## config.mk

```make
export PLATFORM = sky130hd
export DESIGN_NAME = exec_alu_flat
export DESIGN_NICKNAME = d
export VERILOG_FILES = /design/src/hdl/rs_pkg.sv /design/src/hdl/rs_issue_if.sv /design/src/hdl/exec_alu.sv /design/src/flat_wrapper.sv
export SDC_FILE = /design/constraint.sdc
export NUM_CORES = 1
export LEC_CHECK = 0
export CORE_MARGIN = 8
export CORE_UTILIZATION = 34
export DETAILED_ROUTE_END_ITERATION = 8
export DONT_BUFFER_PORTS = 1
export GPL_TIMING_DRIVEN = 0
export MAX_ROUTING_LAYER = met4
export PLACE_DENSITY = 0.57
export SLEW_MARGIN = 25
export SYNTH_ARGS = -nofsm -noshare
export SYNTH_HDL_FRONTEND = slang
export SYNTH_SLANG_ARGS = --single-unit
```

## constraint.sdc

```tcl
create_clock -name clk -period 4.41 [get_ports clk]
set_clock_uncertainty 0.15 [all_clocks]
set_input_delay 0 -clock clk [delete_from_list [all_inputs] [get_ports clk]]
set_output_delay 0 -clock clk [all_outputs]
set_load 0.02 [all_outputs]
```

## src/hdl/rs_pkg.sv

```systemverilog
package rs_pkg;

   // Physical register file geometry
   localparam int PRF_ENTRIES = 64;
   localparam int PRF_ID_W    = $clog2(PRF_ENTRIES);
   localparam int XLEN        = 32;

   // Port 0 is the local ALU result and port 1 is the external (load) write
   localparam int IPRF_NUM_WRITES = 2;

   localparam int ROB_ID_W = 5;
   localparam int ALU_OP_W = 2;

   // Wide enough for a station of up to 8 entries
   localparam int RS_IDX_W = 3;

   typedef logic [PRF_ID_W-1:0] t_prf_id;
   typedef logic [XLEN-1:0]     t_rv_reg_data;
   typedef logic [ROB_ID_W-1:0] t_rob_id;
   typedef logic [ALU_OP_W-1:0] t_alu_op;
   typedef logic [RS_IDX_W-1:0] t_rs_idx;

   localparam t_alu_op ALU_ADD = 2'd0;
   localparam t_alu_op ALU_SUB = 2'd1;
   localparam t_alu_op ALU_AND = 2'd2;
   localparam t_alu_op ALU_XOR = 2'd3;

endpackage
```

## src/hdl/rs_issue_if.sv

```systemverilog
`timescale 1ns/1ps

// One issued micro-op on its way from the pick stage to execute
interface rs_issue_if import rs_pkg::*; ();

   logic    valid;
   t_alu_op op;
   t_prf_id psrc1;
   t_prf_id psrc2;
   t_prf_id pdst;
   t_rob_id rob_id;

   modport src (
      output valid,
      output op,
      output psrc1,
      output psrc2,
      output pdst,
      output rob_id
   );

   modport dst (
      input valid,
      input op,
      input psrc1,
      input psrc2,
      input pdst,
      input rob_id
   );

endinterface

```

## src/hdl/exec_alu.sv

```systemverilog
`timescale 1ns/1ps

module exec_alu import rs_pkg::*; (
   input  logic         clk,
   input  logic         reset,

   rs_issue_if.dst      iss,
   input  t_rv_reg_data rd_data1,
   input  t_rv_reg_data rd_data2,

   output logic         wr_en,
   output t_prf_id      wr_pdst,
   output t_rv_reg_data wr_data,

   output logic         cmpl_valid,
   output t_rob_id      cmpl_rob_id,
   output t_prf_id      cmpl_pdst,
   output t_rv_reg_data cmpl_data
);

   t_rv_reg_data alu_res;
   logic         res_valid;
   t_prf_id      res_pdst;
   t_rob_id      res_rob_id;
   t_rv_reg_data res_data;

   always_comb begin
      unique case (iss.op)
         ALU_ADD: alu_res = rd_data1 + rd_data2;
         ALU_SUB: alu_res = rd_data1 - rd_data2;
         ALU_AND: alu_res = rd_data1 & rd_data2;
         ALU_XOR: alu_res = rd_data1 ^ rd_data2;
         default: alu_res = '0;
      endcase
   end

   always_ff @(posedge clk) begin
      if (reset) res_valid <= 1'b0;
      else res_valid <= iss.valid;
   end

   always_ff @(posedge clk) begin
      if (iss.valid) begin
         res_pdst   <= iss.pdst;
         res_rob_id <= iss.rob_id;
         res_data   <= alu_res;
      end
   end

   // The same registered result feeds write port 0 and the completion report
   assign wr_en       = res_valid;
   assign wr_pdst     = res_pdst;
   assign wr_data     = res_data;

   assign cmpl_valid  = res_valid;
   assign cmpl_rob_id = res_rob_id;
   assign cmpl_pdst   = res_pdst;
   assign cmpl_data   = res_data;

endmodule

```

## src/flat_wrapper.sv

```systemverilog
// flat-port wrapper written by rule: the top's interface ports become plain ports
module exec_alu_flat import rs_pkg::*;
  (clk, reset, rd_data1, rd_data2, wr_en, wr_pdst, wr_data, cmpl_valid, cmpl_rob_id, cmpl_pdst, cmpl_data, iss_valid, iss_op, iss_psrc1, iss_psrc2, iss_pdst, iss_rob_id);
  rs_issue_if iss_i ();
  input  logic clk;
  input  logic reset;
  input  t_rv_reg_data rd_data1;
  input  t_rv_reg_data rd_data2;
  output logic wr_en;
  output t_prf_id wr_pdst;
  output t_rv_reg_data wr_data;
  output logic cmpl_valid;
  output t_rob_id cmpl_rob_id;
  output t_prf_id cmpl_pdst;
  output t_rv_reg_data cmpl_data;
  input wire logic [$bits(iss_i.valid)-1:0] iss_valid;
  input wire logic [$bits(iss_i.op)-1:0] iss_op;
  input wire logic [$bits(iss_i.psrc1)-1:0] iss_psrc1;
  input wire logic [$bits(iss_i.psrc2)-1:0] iss_psrc2;
  input wire logic [$bits(iss_i.pdst)-1:0] iss_pdst;
  input wire logic [$bits(iss_i.rob_id)-1:0] iss_rob_id;
  assign iss_i.valid = iss_valid;
  assign iss_i.op = iss_op;
  assign iss_i.psrc1 = iss_psrc1;
  assign iss_i.psrc2 = iss_psrc2;
  assign iss_i.pdst = iss_pdst;
  assign iss_i.rob_id = iss_rob_id;
  exec_alu u_core (.clk(clk), .reset(reset), .iss(iss_i), .rd_data1(rd_data1), .rd_data2(rd_data2), .wr_en(wr_en), .wr_pdst(wr_pdst), .wr_data(wr_data), .cmpl_valid(cmpl_valid), .cmpl_rob_id(cmpl_rob_id), .cmpl_pdst(cmpl_pdst), .cmpl_data(cmpl_data));
endmodule
```

==> report_table.html, run 1 <==
<table>
<tr><th>Metric</th><th>Value</th></tr>
<tr><th colspan="2">Outcome</th></tr>
<tr><td>Status</td><td>finished, final reports clean</td></tr>
<tr><th colspan="2">Critical path</th></tr>
<tr><td>Total buffers and inverters traversed by the critical path</td><td>2</td></tr>
<tr><td>Critical path cell sequence</td><td>nor2b_1, clkbuf_1, buf_1, mux2i_1, fa_1, a21o_1, a311oi_1, o31ai_1, o211ai_1, nand2_1, a21o_1, a31oi_1, o221ai_1</td></tr>
<tr><td>Worst-path cell with the longest stage delay</td><td>sky130_fd_sc_hd__buf_1</td></tr>
<tr><td>Required time of the critical path</td><td>4.27 ns</td></tr>
<tr><td>Element type at the critical path end</td><td>flop</td></tr>
<tr><td>Most numerous cell on the critical path</td><td>sky130_fd_sc_hd__a21o_1</td></tr>
<tr><td>Top cell family by delay on the critical path</td><td>compound AO/OA/AOI/OAI gates</td></tr>
<tr><td>Kind of critical path</td><td>input pin to flop</td></tr>
<tr><td>Crit path largest cell delay</td><td>0.57 ns</td></tr>
<tr><td>Number of cells on the critical path</td><td>13</td></tr>
<tr><td>Critical Path Start Type</td><td>input pin</td></tr>
<tr><td>Worst path arrival time</td><td>3.83 ns</td></tr>
<tr><td>Maximum fanout count along the critical path</td><td>10</td></tr>
<tr><th colspan="2">Clocking</th></tr>
<tr><td>CTS clock-pin slew for the worst setup and hold paths</td><td>0.08 ns</td></tr>
<tr><td>Clock root buffer</td><td>sky130_fd_sc_hd__clkbuf_16</td></tr>
<tr><td>CTS tree</td><td>yes</td></tr>
<tr><td>H-tree level count</td><td>2</td></tr>
<tr><td>Longest Clk Path Bufs</td><td>2</td></tr>
<tr><td>Clock buffer count from CTS</td><td>5</td></tr>
<tr><td>Number of gates resized after cts</td><td>0</td></tr>
<tr><td>Clock sinks</td><td>44</td></tr>
<tr><th colspan="2">Floorplanning</th></tr>
<tr><td>Width of the die</td><td>138 µm</td></tr>
<tr><td>Core Rows</td><td>44</td></tr>
<tr><td>Die height</td><td>138 µm</td></tr>
<tr><td>Area of the core region</td><td>0.0145 mm²</td></tr>
<tr><td># IOs</td><td>175</td></tr>
<tr><td>Initial core utilization</td><td>34.8%</td></tr>
<tr><td>Area of the die</td><td>0.0190 mm²</td></tr>
<tr><th colspan="2">STA</th></tr>
<tr><td>Achievable frequency</td><td>252 MHz</td></tr>
<tr><td>Ratio of final minimum period to clock period</td><td>90.1%</td></tr>
<tr><td>Worst Max-Slew Pin Slew</td><td>0.973 ns</td></tr>
<tr><td>Setup total negative slack</td><td>0 ns</td></tr>
<tr><td>Worst relative slew slack</td><td>35.1%</td></tr>
<tr><td>Number of max-slew violations in the final report</td><td>0</td></tr>
<tr><td>Tmin final</td><td>3.97 ns</td></tr>
<tr><td>Setup repair after global routing missed its margin</td><td>no</td></tr>
<tr><td># setup viols final</td><td>0</td></tr>
<tr><td>Final Hold Violating Endpoints</td><td>0</td></tr>
<tr><th colspan="2">GRT</th></tr>
<tr><td>Maximum number of pins on one net before global-route repair</td><td>44</td></tr>
<tr><td>Total grt overflow</td><td>0</td></tr>
<tr><td>Wire length of the first global-routing pass</td><td>24900 µm</td></tr>
<tr><td>GRT Resource Usage Total</td><td>17.8%</td></tr>
<tr><td>Number of global-route vias before repair</td><td>4514</td></tr>
<tr><td>Antenna violations before repair</td><td>1</td></tr>
<tr><th colspan="2">Layout</th></tr>
<tr><td>Synth-to-layout area growth</td><td>21.4%</td></tr>
<tr><td>Fraction of final layout cells with drive strength greater than 1</td><td>11.2%</td></tr>
<tr><td>Net count of the finished layout</td><td>790</td></tr>
<tr><td>Commonest non-fill, non-tap cells in the layout</td><td>sky130_fd_sc_hd__dlygate4sd3_1 (65), sky130_fd_sc_hd__ha_1 (64), sky130_fd_sc_hd__a21oi_1 (51), sky130_fd_sc_hd__edfxtp_1 (43), sky130_fd_sc_hd__nand2_1 (42)</td></tr>
<tr><td>Commonest non-fill, non-tap cell in the layout</td><td>sky130_fd_sc_hd__dlygate4sd3_1</td></tr>
<tr><td>Post-route non-filler standard cell count</td><td>819</td></tr>
<tr><td>FILL cells</td><td>1435</td></tr>
<tr><th colspan="2">Detailed routing</th></tr>
<tr><td>Met2 routed wirelength</td><td>7930 µm</td></tr>
<tr><td>Average wire per cell in the routed design</td><td>20.5 µm</td></tr>
<tr><td>Initial DRT Pass Iterations</td><td>5</td></tr>
<tr><td>Post-detailed-route count of antenna-violating nets</td><td>0</td></tr>
<tr><td>Aggregate routed wire length</td><td>16800 µm</td></tr>
<tr><td>Uppermost metal layer occupied by signal nets</td><td>met4</td></tr>
<tr><td>Total via count after detailed routing</td><td>4474</td></tr>
<tr><td>DRC viols</td><td>0</td></tr>
<tr><td>Routed length on met1</td><td>6890 µm</td></tr>
<tr><td>Initial detailed-routing violation count</td><td>304</td></tr>
<tr><td>Vias per inst</td><td>5.46</td></tr>
<tr><td>Metal3 WL</td><td>1670 µm</td></tr>
<tr><th colspan="2">Placement</th></tr>
<tr><td>Quantity of I/O buffers inserted on ports</td><td>0</td></tr>
<tr><td>Half-perimeter wire length after placement</td><td>12300 µm</td></tr>
<tr><td>Placed cells</td><td>744</td></tr>
<tr><td>GPL Wtd Cong</td><td>0.947</td></tr>
<tr><th colspan="2">Hold path</th></tr>
<tr><td>Origin of the worst min-delay path</td><td>rd_data1[8]</td></tr>
<tr><td>Worst hold path type</td><td>input pin to flop</td></tr>
<tr><td>Worst hold endpoint</td><td>u_core.cmpl_data[8]</td></tr>
<tr><td>Depth of the worst hold-timing path</td><td>3</td></tr>
<tr><th colspan="2">Yosys</th></tr>
<tr><td>Post-synthesis register bit count</td><td>44</td></tr>
<tr><td>Share of async-settable or async-resettable flops after synthesis</td><td>0%</td></tr>
<tr><td>Post-synthesis instance total</td><td>560</td></tr>
<tr><td>Net count after synthesis</td><td>717</td></tr>
<tr><td>Count of synthesis-stage warnings from yosys</td><td>0</td></tr>
<tr><td>Netlist Area Pre-Place</td><td>0.00504 mm²</td></tr>
<tr><td>Most used DFF post-synth</td><td>sky130_fd_sc_hd__edfxtp_1</td></tr>
<tr><td>Post-synth EDFFs</td><td>43</td></tr>
<tr><td>Mean instance size in the synthesized netlist</td><td>8.99 µm²</td></tr>
<tr><td>Proportion of synthesized chip area in sequential cells</td><td>26.0%</td></tr>
<tr><td>Yosys cell types</td><td>61</td></tr>
<tr><th colspan="2">Pwr</th></tr>
<tr><td>Cell leakage power</td><td>2.51 nW</td></tr>
<tr><td>Power density normalized to cell area</td><td>305 mW/mm²</td></tr>
<tr><td>Total design power</td><td>0.00187 W</td></tr>
<tr><td>Maximum vdd ir drop</td><td>0.134 mV</td></tr>
<tr><th colspan="2">Flow run</th></tr>
<tr><td>Number of violations of the max-capacitance limit</td><td>0</td></tr>
</table>
## per-layer routing
| metal | GRT usage, % | vias up |
|---|---|---|
| li1 | - | 2172 |
| met2 | 28.9 | 157 |
| met1 | 21.3 | 2128 |
| met4 | 4.60 | 0 |
| met5 | - | - |
| met3 | 4.92 | 17 |
## what timing repair did
item                      CTS  global route
buffers inserted            0             0
hold buffers               66             0
hold endpoints to repair   77             0
## kinds of logic after synthesis
logic type               share of synthesized area (%)
buffers and inverters                             8.50
AND/OR/NAND/NOR                                   15.2
adder cells (fa/ha/maj)                           16.3
XOR/XNOR                                          9.07
AO/OA/AOI/OAI                                     19.4
multiplexers                                      5.54
flip-flops                                        26.0
## worst max path at each step
stage	slack, ns	from	endpoint
final	0.44	iss_op[0]	u_core.cmpl_data[30]
after global routing	0.19	iss_op[0]	u_core.cmpl_data[30]
after CTS	0.45	iss_op[0]	u_core.cmpl_data[30]
after detailed placement	0.19	iss_op[0]	u_core.cmpl_data[30]
after global placement	0.12	iss_op[0]	u_core.cmpl_data[30]
after floorplan	1.19	iss_op[0]	u_core.cmpl_data[30]
## where the power goes
group,switching [W],total [W],leakage [nW],internal [W]
registers,0.000106,0.000643,0.428,0.000537
clock network,0.000185,0.000452,0.0798,0.000267
logic,0.000420,0.000771,2.00,0.000351
## state kept, by name, indices dropped and copies added, names as in the netlist
name and count:
u_core.cmpl_valid 1, u_core.cmpl_pdst 6, u_core.cmpl_rob_id 5, u_core.cmpl_data 32
## Yosys cell counts (all sizes together) (6+ instances only)
| cell type | number | area [µm²] |
|---|---|---|
| mux2 | 7 | 78.8 |
| mux2i | 20 | 200 |
| xnor2 | 35 | 325 |
| nor2 | 39 | 146 |
| a21o | 14 | 105 |
| inv | 20 | 75.1 |
| nand2 | 42 | 158 |
| edfxtp | 43 | 1290 |
| o31ai | 7 | 52.6 |
| nand2b | 13 | 81.3 |
| xor2 | 15 | 131 |
| nor4 | 6 | 65.1 |
| buf | 46 | 319 |
| nand3 | 9 | 45.0 |
| clkbuf | 9 | 33.8 |
| a21oi | 51 | 255 |
| o211ai | 11 | 82.6 |
| nor3 | 13 | 76.3 |
| ha | 64 | 801 |
| a31oi | 7 | 58.8 |
| o21ai | 32 | 160 |
## per-stage QoR
| stage | cell area [µm²] | hold slack (ns) | worst slack (ns) | util, % |
|---|---|---|---|---|
| after detailed placement | 5270 | -0.0755 | 0.190 | 36.4 |
| after floorplan | 5040 | -0.0784 | 1.19 | - |
| after CTS | 6110 | 0.000694 | 0.454 | 42.2 |
| after global routing | 6110 | 0.0205 | 0.190 | 42.2 |
| final | 6110 | 0.00130 | 0.439 | 42.2 |
| after global placement | 5270 | -0.0757 | 0.121 | 36.4 |
## cell type report
class                      count  area (µm²)  share of cell area, %
antenna                        1        2.50                 0.0409
buffer                        55         353                   5.77
clock buffer                   5         125                   2.05
clock inverter                 3        42.5                  0.696
inverter                      20        75.1                   1.23
multi-input combinational    441        3300                   53.9
sequential                    44        1310                   21.4
tap                          184         230                   3.77
timing repair buffer          66         678                   11.1
Note: power is estimated with default switching activity, not from simulation.
==> run 2, diff against run 1 <==
==> constraint.sdc (replaced) <==
create_clock -name clk -period 4.41 [get_ports clk]
set_clock_uncertainty 0.15 [all_clocks]
set_input_delay 0.2205 -clock clk [delete_from_list [all_inputs] [get_ports clk]]
set_output_delay 0.2205 -clock clk [all_outputs]
set_load 0.02 [all_outputs]
==> run 2 against run 1 <==
  * Cell count decreased by 6.5%
  * Critical path depth increased by 3
  * Clock power about the same
  * Largest cell class unchanged
  * Largest power group unchanged
==> report_table.html, run 2 (synthesis gave the netlist of run 1 again) <==
<table>
<tr><th>Metric</th><th>Value</th></tr>
<tr><th colspan="2">Floorplanning</th></tr>
<tr><td>Area of the die</td><td>0.0190 mm²</td></tr>
<tr><td>Initial core utilization</td><td>34.8%</td></tr>
<tr><td>Die height</td><td>138 µm</td></tr>
<tr><td>Width of the die</td><td>138 µm</td></tr>
<tr><td># IOs</td><td>175</td></tr>
<tr><td>Core Rows</td><td>44</td></tr>
<tr><td>Area of the core region</td><td>0.0145 mm²</td></tr>
<tr><th colspan="2">Detailed routing</th></tr>
<tr><td>Average wire per cell in the routed design</td><td>21.1 µm</td></tr>
<tr><td>Uppermost metal layer occupied by signal nets</td><td>met4</td></tr>
<tr><td>Metal3 WL</td><td>1770 µm</td></tr>
<tr><td>Routed length on met1</td><td>6640 µm</td></tr>
<tr><td>Met2 routed wirelength</td><td>7430 µm</td></tr>
<tr><td>DRC viols</td><td>0</td></tr>
<tr><td>Initial detailed-routing violation count</td><td>296</td></tr>
<tr><td>Total via count after detailed routing</td><td>4232</td></tr>
<tr><td>Aggregate routed wire length</td><td>16100 µm</td></tr>
<tr><td>Post-detailed-route count of antenna-violating nets</td><td>0</td></tr>
<tr><td>Initial DRT Pass Iterations</td><td>5</td></tr>
<tr><td>Vias per inst</td><td>5.52</td></tr>
<tr><th colspan="2">STA</th></tr>
<tr><td>Tmin final</td><td>4.09 ns</td></tr>
<tr><td>Achievable frequency</td><td>245 MHz</td></tr>
<tr><td>Ratio of final minimum period to clock period</td><td>92.7%</td></tr>
<tr><td>Setup total negative slack</td><td>0 ns</td></tr>
<tr><td>Worst Max-Slew Pin Slew</td><td>0.943 ns</td></tr>
<tr><td>Worst setup slack after layout</td><td>0.322 ns</td></tr>
<tr><td>Worst relative slew slack</td><td>37.1%</td></tr>
<tr><td># setup viols final</td><td>0</td></tr>
<tr><td>Number of max-slew violations in the final report</td><td>0</td></tr>
<tr><td>Final Hold Violating Endpoints</td><td>0</td></tr>
<tr><td>Setup repair after global routing missed its margin</td><td>no</td></tr>
<tr><th colspan="2">GRT</th></tr>
<tr><td>Maximum number of pins on one net before global-route repair</td><td>44</td></tr>
<tr><td>Number of global-route vias before repair</td><td>4250</td></tr>
<tr><td>GRT Resource Usage Total</td><td>17.0%</td></tr>
<tr><td>Antenna violations before repair</td><td>0</td></tr>
<tr><td>Wire length of the first global-routing pass</td><td>23700 µm</td></tr>
<tr><td>Total grt overflow</td><td>0</td></tr>
<tr><th colspan="2">Clocking</th></tr>
<tr><td>Clock root buffer</td><td>sky130_fd_sc_hd__clkbuf_16</td></tr>
<tr><td>Number of buffers inserted to repair setup after CTS</td><td>0</td></tr>
<tr><td>Clock sinks</td><td>44</td></tr>
<tr><td>Clock buffer count from CTS</td><td>5</td></tr>
<tr><td>CTS tree</td><td>yes</td></tr>
<tr><td>Longest Clk Path Bufs</td><td>2</td></tr>
<tr><td>CTS clock-pin slew for the worst setup and hold paths</td><td>0.08 ns</td></tr>
<tr><td>H-tree level count</td><td>2</td></tr>
<tr><th colspan="2">Layout</th></tr>
<tr><td>Fraction of final layout cells with drive strength greater than 1</td><td>12.4%</td></tr>
<tr><td>Area of all placed cells without fillers</td><td>0.00559 mm²</td></tr>
<tr><td>Flip-flop count of the largest register after layout</td><td>32</td></tr>
<tr><td>Synth-to-layout area growth</td><td>11.1%</td></tr>
<tr><td>Commonest non-fill, non-tap cell in the layout</td><td>sky130_fd_sc_hd__ha_1</td></tr>
<tr><td>Area of the multi-input gates</td><td>0.00330 mm²</td></tr>
<tr><td>Area of all sequential standard cells</td><td>0.00131 mm²</td></tr>
<tr><td>Net count of the finished layout</td><td>738</td></tr>
<tr><td>FILL cells</td><td>1446</td></tr>
<tr><td>Commonest non-fill, non-tap cells in the layout</td><td>sky130_fd_sc_hd__ha_1 (64), sky130_fd_sc_hd__a21oi_1 (51), sky130_fd_sc_hd__edfxtp_1 (43), sky130_fd_sc_hd__nand2_1 (42)</td></tr>
<tr><td>Number of antenna repair diodes</td><td>0</td></tr>
<tr><th colspan="2">Critical path</th></tr>
<tr><td>Kind of critical path</td><td>input pin to flop</td></tr>
<tr><td>Required time of the critical path</td><td>4.33 ns</td></tr>
<tr><td>Element type at the critical path end</td><td>flop</td></tr>
<tr><td>Maximum fanout count along the critical path</td><td>6</td></tr>
<tr><td>Critical Path Start Type</td><td>input pin</td></tr>
<tr><td>Worst path arrival time</td><td>4.00 ns</td></tr>
<tr><th colspan="2">Hold path</th></tr>
<tr><td>Worst hold path type</td><td>input pin to flop</td></tr>
<tr><th colspan="2">Placement</th></tr>
<tr><td>Quantity of I/O buffers inserted on ports</td><td>0</td></tr>
<tr><td>Pre-CTS setup slack</td><td>-0.0310 ns</td></tr>
<tr><td>Dpl cell area</td><td>0.00527 mm²</td></tr>
<tr><td>Half-perimeter wire length after placement</td><td>12300 µm</td></tr>
<tr><td>GPL Wtd Cong</td><td>0.947</td></tr>
<tr><th colspan="2">Pwr</th></tr>
<tr><td>Cell leakage power</td><td>2.30 nW</td></tr>
<tr><td>Power density normalized to cell area</td><td>324 mW/mm²</td></tr>
<tr><td>Maximum vdd ir drop</td><td>0.134 mV</td></tr>
<tr><th colspan="2">Flow run</th></tr>
<tr><td>Number of violations of the max-capacitance limit</td><td>0</td></tr>
<tr><th colspan="2">Outcome</th></tr>
<tr><td>Status</td><td>finished, final reports clean</td></tr>
</table>
==> run 2: changes by cell type in the layout (fill, tap and decap cells not counted) <==
cell                            delta
sky130_fd_sc_hd__dlygate4sd3_1    -52
sky130_fd_sc_hd__buf_1             -1
sky130_fd_sc_hd__diode_2           -1
sky130_fd_sc_hd__clkbuf_2          +1
==> run 2: final timing paths <==
check,depth (start not counted),endpoint,startpoint,slack [ns]
min,1,u_core.cmpl_data[19],iss_valid,0.15
max,16,u_core.cmpl_data[27],rd_data2[4],0.32
==> run 2: power by group <==
group / internal, W / switching (W)
clock network: 0.000267 / 0.000186
registers: 0.000537 / 0.000106
logic: 0.000308 / 0.000409
==> run 2: critical path, cell delays in order <==
cell,delay (ns)
sky130_fd_sc_hd__nor4_2,0.46
sky130_fd_sc_hd__nand3_1,0.22
sky130_fd_sc_hd__nor2_1,0.29
sky130_fd_sc_hd__nand2_1,0.16
sky130_fd_sc_hd__nor3_1,0.69
sky130_fd_sc_hd__a21oi_1,0.19
sky130_fd_sc_hd__xnor2_1,0.17
sky130_fd_sc_hd__ha_1,0.36
sky130_fd_sc_hd__nand2_1,0.17
sky130_fd_sc_hd__nor2_1,0.07
sky130_fd_sc_hd__nand3_1,0.15
sky130_fd_sc_hd__o22ai_1,0.10
sky130_fd_sc_hd__inv_1,0.09
sky130_fd_sc_hd__o211ai_1,0.12
sky130_fd_sc_hd__or2_2,0.30
sky130_fd_sc_hd__a31o_2,0.24
==> run 2: cell type report <==
type                       instances  area share [%]
sequential                        44            23.4
inverter                          20            1.34
tap                              184            4.12
buffer                            55            6.33
timing repair buffer              14            2.82
clock inverter                     3           0.761
clock buffer                       5            2.24
multi-input combinational        441            58.9
==> run 2: per-stage QoR <==
step	std cells	utilization, %	power, W	hold WS (ns)
finish	766	38.6	0.00181	0.148
floorplan	560	-	0.00121	0.142
global route	766	38.6	0.00192	0.151
global placement	744	36.4	0.00133	0.145
CTS	766	38.6	0.00183	0.144
detailed placement	744	36.4	0.00134	0.145
==> run 2: per-layer routing <==
layer	GRT usage (%)	up-vias
li1	-	2073
met1	19.9	1989
met2	27.1	153
met3	5.94	17
met4	4.66	0
met5	-	-
==> run 2: what timing repair did <==
action                                  in CTS  in global routing
gates resized for setup                      0                  1
endpoints found under the setup margin       0                  2
hold endpoints to repair                    55                  0
hold buffers                                14                  0
==> run 3, diff against run 2 <==
- RECOVER_POWER: default -> 50
==> run 3 against run 2 <==
  * The flow now finishes with violations (max-capacitance violations, max-slew violations)
  * Critical endpoint unchanged
  * Global-route usage unchanged
  * First-iteration DRC count did not move
  * Via count up 0.24%
==> report_table.html, run 3 (synthesis gave the netlist of run 1 again) <==
<table>
<tr><th>Metric</th><th>Value</th></tr>
<tr><th colspan="2">Detailed routing</th></tr>
<tr><td>Average wire per cell in the routed design</td><td>21.0 µm</td></tr>
<tr><td>Initial DRT Pass Iterations</td><td>7</td></tr>
<tr><td>Post-detailed-route count of antenna-violating nets</td><td>0</td></tr>
<tr><td>Vias per inst</td><td>5.54</td></tr>
<tr><td>Initial detailed-routing violation count</td><td>296</td></tr>
<tr><td>Aggregate routed wire length</td><td>16100 µm</td></tr>
<tr><td>Total via count after detailed routing</td><td>4242</td></tr>
<tr><td>DRC viols</td><td>0</td></tr>
<tr><th colspan="2">GRT</th></tr>
<tr><td>Wire length of the first global-routing pass</td><td>23700 µm</td></tr>
<tr><td>Total grt overflow</td><td>0</td></tr>
<tr><td>Antenna violations before repair</td><td>0</td></tr>
<tr><td>Number of global-route vias before repair</td><td>4250</td></tr>
<tr><td>GRT Resource Usage Total</td><td>17.0%</td></tr>
<tr><td>Maximum number of pins on one net before global-route repair</td><td>44</td></tr>
<tr><th colspan="2">Clocking</th></tr>
<tr><td>Clock root buffer</td><td>sky130_fd_sc_hd__clkbuf_16</td></tr>
<tr><td>Number of buffers inserted to repair setup after CTS</td><td>0</td></tr>
<tr><td>Clock buffer count from CTS</td><td>5</td></tr>
<tr><td>Longest Clk Path Bufs</td><td>2</td></tr>
<tr><td>H-tree level count</td><td>2</td></tr>
<tr><td>CTS clock-pin slew for the worst setup and hold paths</td><td>0.08 ns</td></tr>
<tr><td>Clock sinks</td><td>44</td></tr>
<tr><td>CTS tree</td><td>yes</td></tr>
<tr><th colspan="2">Pwr</th></tr>
<tr><td>Power density normalized to cell area</td><td>325 mW/mm²</td></tr>
<tr><td>Switching share of power</td><td>38.7%</td></tr>
<tr><td>Part of the total power dissipated in the clock network</td><td>25.0%</td></tr>
<tr><td>P_sw</td><td>0.000702 W</td></tr>
<tr><td>Power share of the sequential group</td><td>35.5%</td></tr>
<tr><td>Maximum vdd ir drop</td><td>0.134 mV</td></tr>
<tr><td>Total design power</td><td>0.00181 W</td></tr>
<tr><td>Cell leakage power</td><td>2.28 nW</td></tr>
<tr><td>Logic pwr share</td><td>39.4%</td></tr>
<tr><td>Total internal power</td><td>0.00111 W</td></tr>
<tr><th colspan="2">Critical path</th></tr>
<tr><td>Required time of the critical path</td><td>4.33 ns</td></tr>
<tr><td>Critical Path Start Type</td><td>input pin</td></tr>
<tr><td>Kind of critical path</td><td>input pin to flop</td></tr>
<tr><td>Maximum fanout count along the critical path</td><td>6</td></tr>
<tr><td>Element type at the critical path end</td><td>flop</td></tr>
<tr><td>Worst path arrival time</td><td>4.00 ns</td></tr>
<tr><th colspan="2">Flow run</th></tr>
<tr><td>Number of violations of the max-capacitance limit</td><td>1</td></tr>
<tr><th colspan="2">Layout</th></tr>
<tr><td>Flip-flop count of the largest register after layout</td><td>32</td></tr>
<tr><td>Commonest non-fill, non-tap cells in the layout</td><td>sky130_fd_sc_hd__ha_1 (64), sky130_fd_sc_hd__a21oi_1 (51), sky130_fd_sc_hd__edfxtp_1 (43), sky130_fd_sc_hd__nand2_1 (42)</td></tr>
<tr><td>Net count of the finished layout</td><td>738</td></tr>
<tr><td>Commonest non-fill, non-tap cell in the layout</td><td>sky130_fd_sc_hd__ha_1</td></tr>
<tr><td>Area of the multi-input gates</td><td>0.00330 mm²</td></tr>
<tr><td>FILL cells</td><td>1450</td></tr>
<tr><td>Number of antenna repair diodes</td><td>0</td></tr>
<tr><td>Area of all placed cells without fillers</td><td>0.00557 mm²</td></tr>
<tr><td>Synth-to-layout area growth</td><td>10.6%</td></tr>
<tr><td>Area of all sequential standard cells</td><td>0.00131 mm²</td></tr>
<tr><td>Fraction of final layout cells with drive strength greater than 1</td><td>12.2%</td></tr>
<tr><th colspan="2">STA</th></tr>
<tr><td># setup viols final</td><td>0</td></tr>
<tr><td>Setup repair after global routing missed its margin</td><td>no</td></tr>
<tr><td>Final Hold Violating Endpoints</td><td>0</td></tr>
<tr><td>Worst Max-Slew Pin Slew</td><td>2.56 ns</td></tr>
<tr><td>Worst relative slew slack</td><td>-70.4%</td></tr>
<tr><td>Achievable frequency</td><td>245 MHz</td></tr>
<tr><td>Number of max-slew violations in the final report</td><td>44</td></tr>
<tr><td>Ratio of final minimum period to clock period</td><td>92.7%</td></tr>
<tr><td>Tmin final</td><td>4.09 ns</td></tr>
<tr><td>Worst setup slack after layout</td><td>0.324 ns</td></tr>
<tr><th colspan="2">Floorplanning</th></tr>
<tr><td>Area of the die</td><td>0.0190 mm²</td></tr>
<tr><td>Width of the die</td><td>138 µm</td></tr>
<tr><td>Initial core utilization</td><td>34.8%</td></tr>
<tr><td>Area of the core region</td><td>0.0145 mm²</td></tr>
<tr><td>Die height</td><td>138 µm</td></tr>
<tr><td>Core Rows</td><td>44</td></tr>
<tr><td># IOs</td><td>175</td></tr>
<tr><th colspan="2">Placement</th></tr>
<tr><td>Pre-CTS setup slack</td><td>-0.0310 ns</td></tr>
<tr><td>Quantity of I/O buffers inserted on ports</td><td>0</td></tr>
<tr><td>Dpl cell area</td><td>0.00527 mm²</td></tr>
<tr><td>Half-perimeter wire length after placement</td><td>12300 µm</td></tr>
<tr><td>GPL Wtd Cong</td><td>0.947</td></tr>
<tr><th colspan="2">Outcome</th></tr>
<tr><td>Violations in the final reports</td><td>max-capacitance violations, max-slew violations</td></tr>
<tr><td>Status</td><td>finished with violations</td></tr>
<tr><th colspan="2">Hold path</th></tr>
<tr><td>Worst hold path type</td><td>input pin to flop</td></tr>
</table>
-- run 3: path summary, 6_finish.rpt --
path | endpoint | cells past startpoint | from | slack (ns)
min | u_core.cmpl_data[4] | 3 | rd_data2[4] | 0.16
max | u_core.cmpl_data[27] | 16 | rd_data2[4] | 0.32
-- run 3: critical path, stage by stage --
cell,delay (ns)
sky130_fd_sc_hd__nor4_2,0.46
sky130_fd_sc_hd__nand3_1,0.22
sky130_fd_sc_hd__nor2_1,0.29
sky130_fd_sc_hd__nand2_1,0.16
sky130_fd_sc_hd__nor3_1,0.69
sky130_fd_sc_hd__a21oi_1,0.19
sky130_fd_sc_hd__xnor2_1,0.17
sky130_fd_sc_hd__ha_1,0.36
sky130_fd_sc_hd__nand2_1,0.17
sky130_fd_sc_hd__nor2_1,0.07
sky130_fd_sc_hd__nand3_1,0.15
sky130_fd_sc_hd__o22ai_1,0.10
sky130_fd_sc_hd__inv_1,0.09
sky130_fd_sc_hd__o211ai_1,0.12
sky130_fd_sc_hd__or2_2,0.30
sky130_fd_sc_hd__a31o_2,0.24
-- run 3: timing repair --
action / 4_1_cts / 5_1_grt
resized for setup: 0 / 1
hold buffers: 14 / 0
endpoints found under the hold margin: 55 / 0
setup endpoints to repair: 0 / 2
-- run 3: layout make-up --
| class | count | share of cell area, % |
|---|---|---|
| multi-input combinational | 441 | 59.2 |
| clock inverter | 3 | 0.764 |
| tap | 184 | 4.13 |
| buffer | 55 | 6.36 |
| inverter | 20 | 1.35 |
| sequential | 44 | 23.5 |
| clock buffer | 5 | 2.25 |
| timing repair buffer | 14 | 2.40 |
-- run 3: power by group through the flow --
stage	Clock (W)	Sequential, W	Combinational, W
after floorplan	0	0.000638	0.000571
after global placement	0	0.000654	0.000679
after detailed placement	0	0.000654	0.000686
after CTS	0.000471	0.000645	0.000713
after global routing	0.000479	0.000653	0.000786
final	0.000454	0.000644	0.000715
-- run 3: metal layers --
metal | share of wire (%) | wire (µm) | track usage (%)
met1 | 41 | 6680 | 19.9
met2 | 46 | 7450 | 27.1
met3 | 11 | 1750 | 5.94
met4 | 1.5 | 244 | 4.66
met5 | 0 | 0 | -
-- run 3: metrics by stage --
step / std cells / util [%] / hold slack, ns / setup TNS, ns
2_1_floorplan: 560 / - / 0.142 / 0
3_3_place_gp: 744 / 36.4 / 0.145 / -0.106
3_5_place_dp: 744 / 36.4 / 0.145 / -0.0423
4_1_cts: 766 / 38.6 / 0.144 / 0
5_1_grt: 766 / 38.5 / 0.151 / 0
6_report: 766 / 38.5 / 0.156 / 0
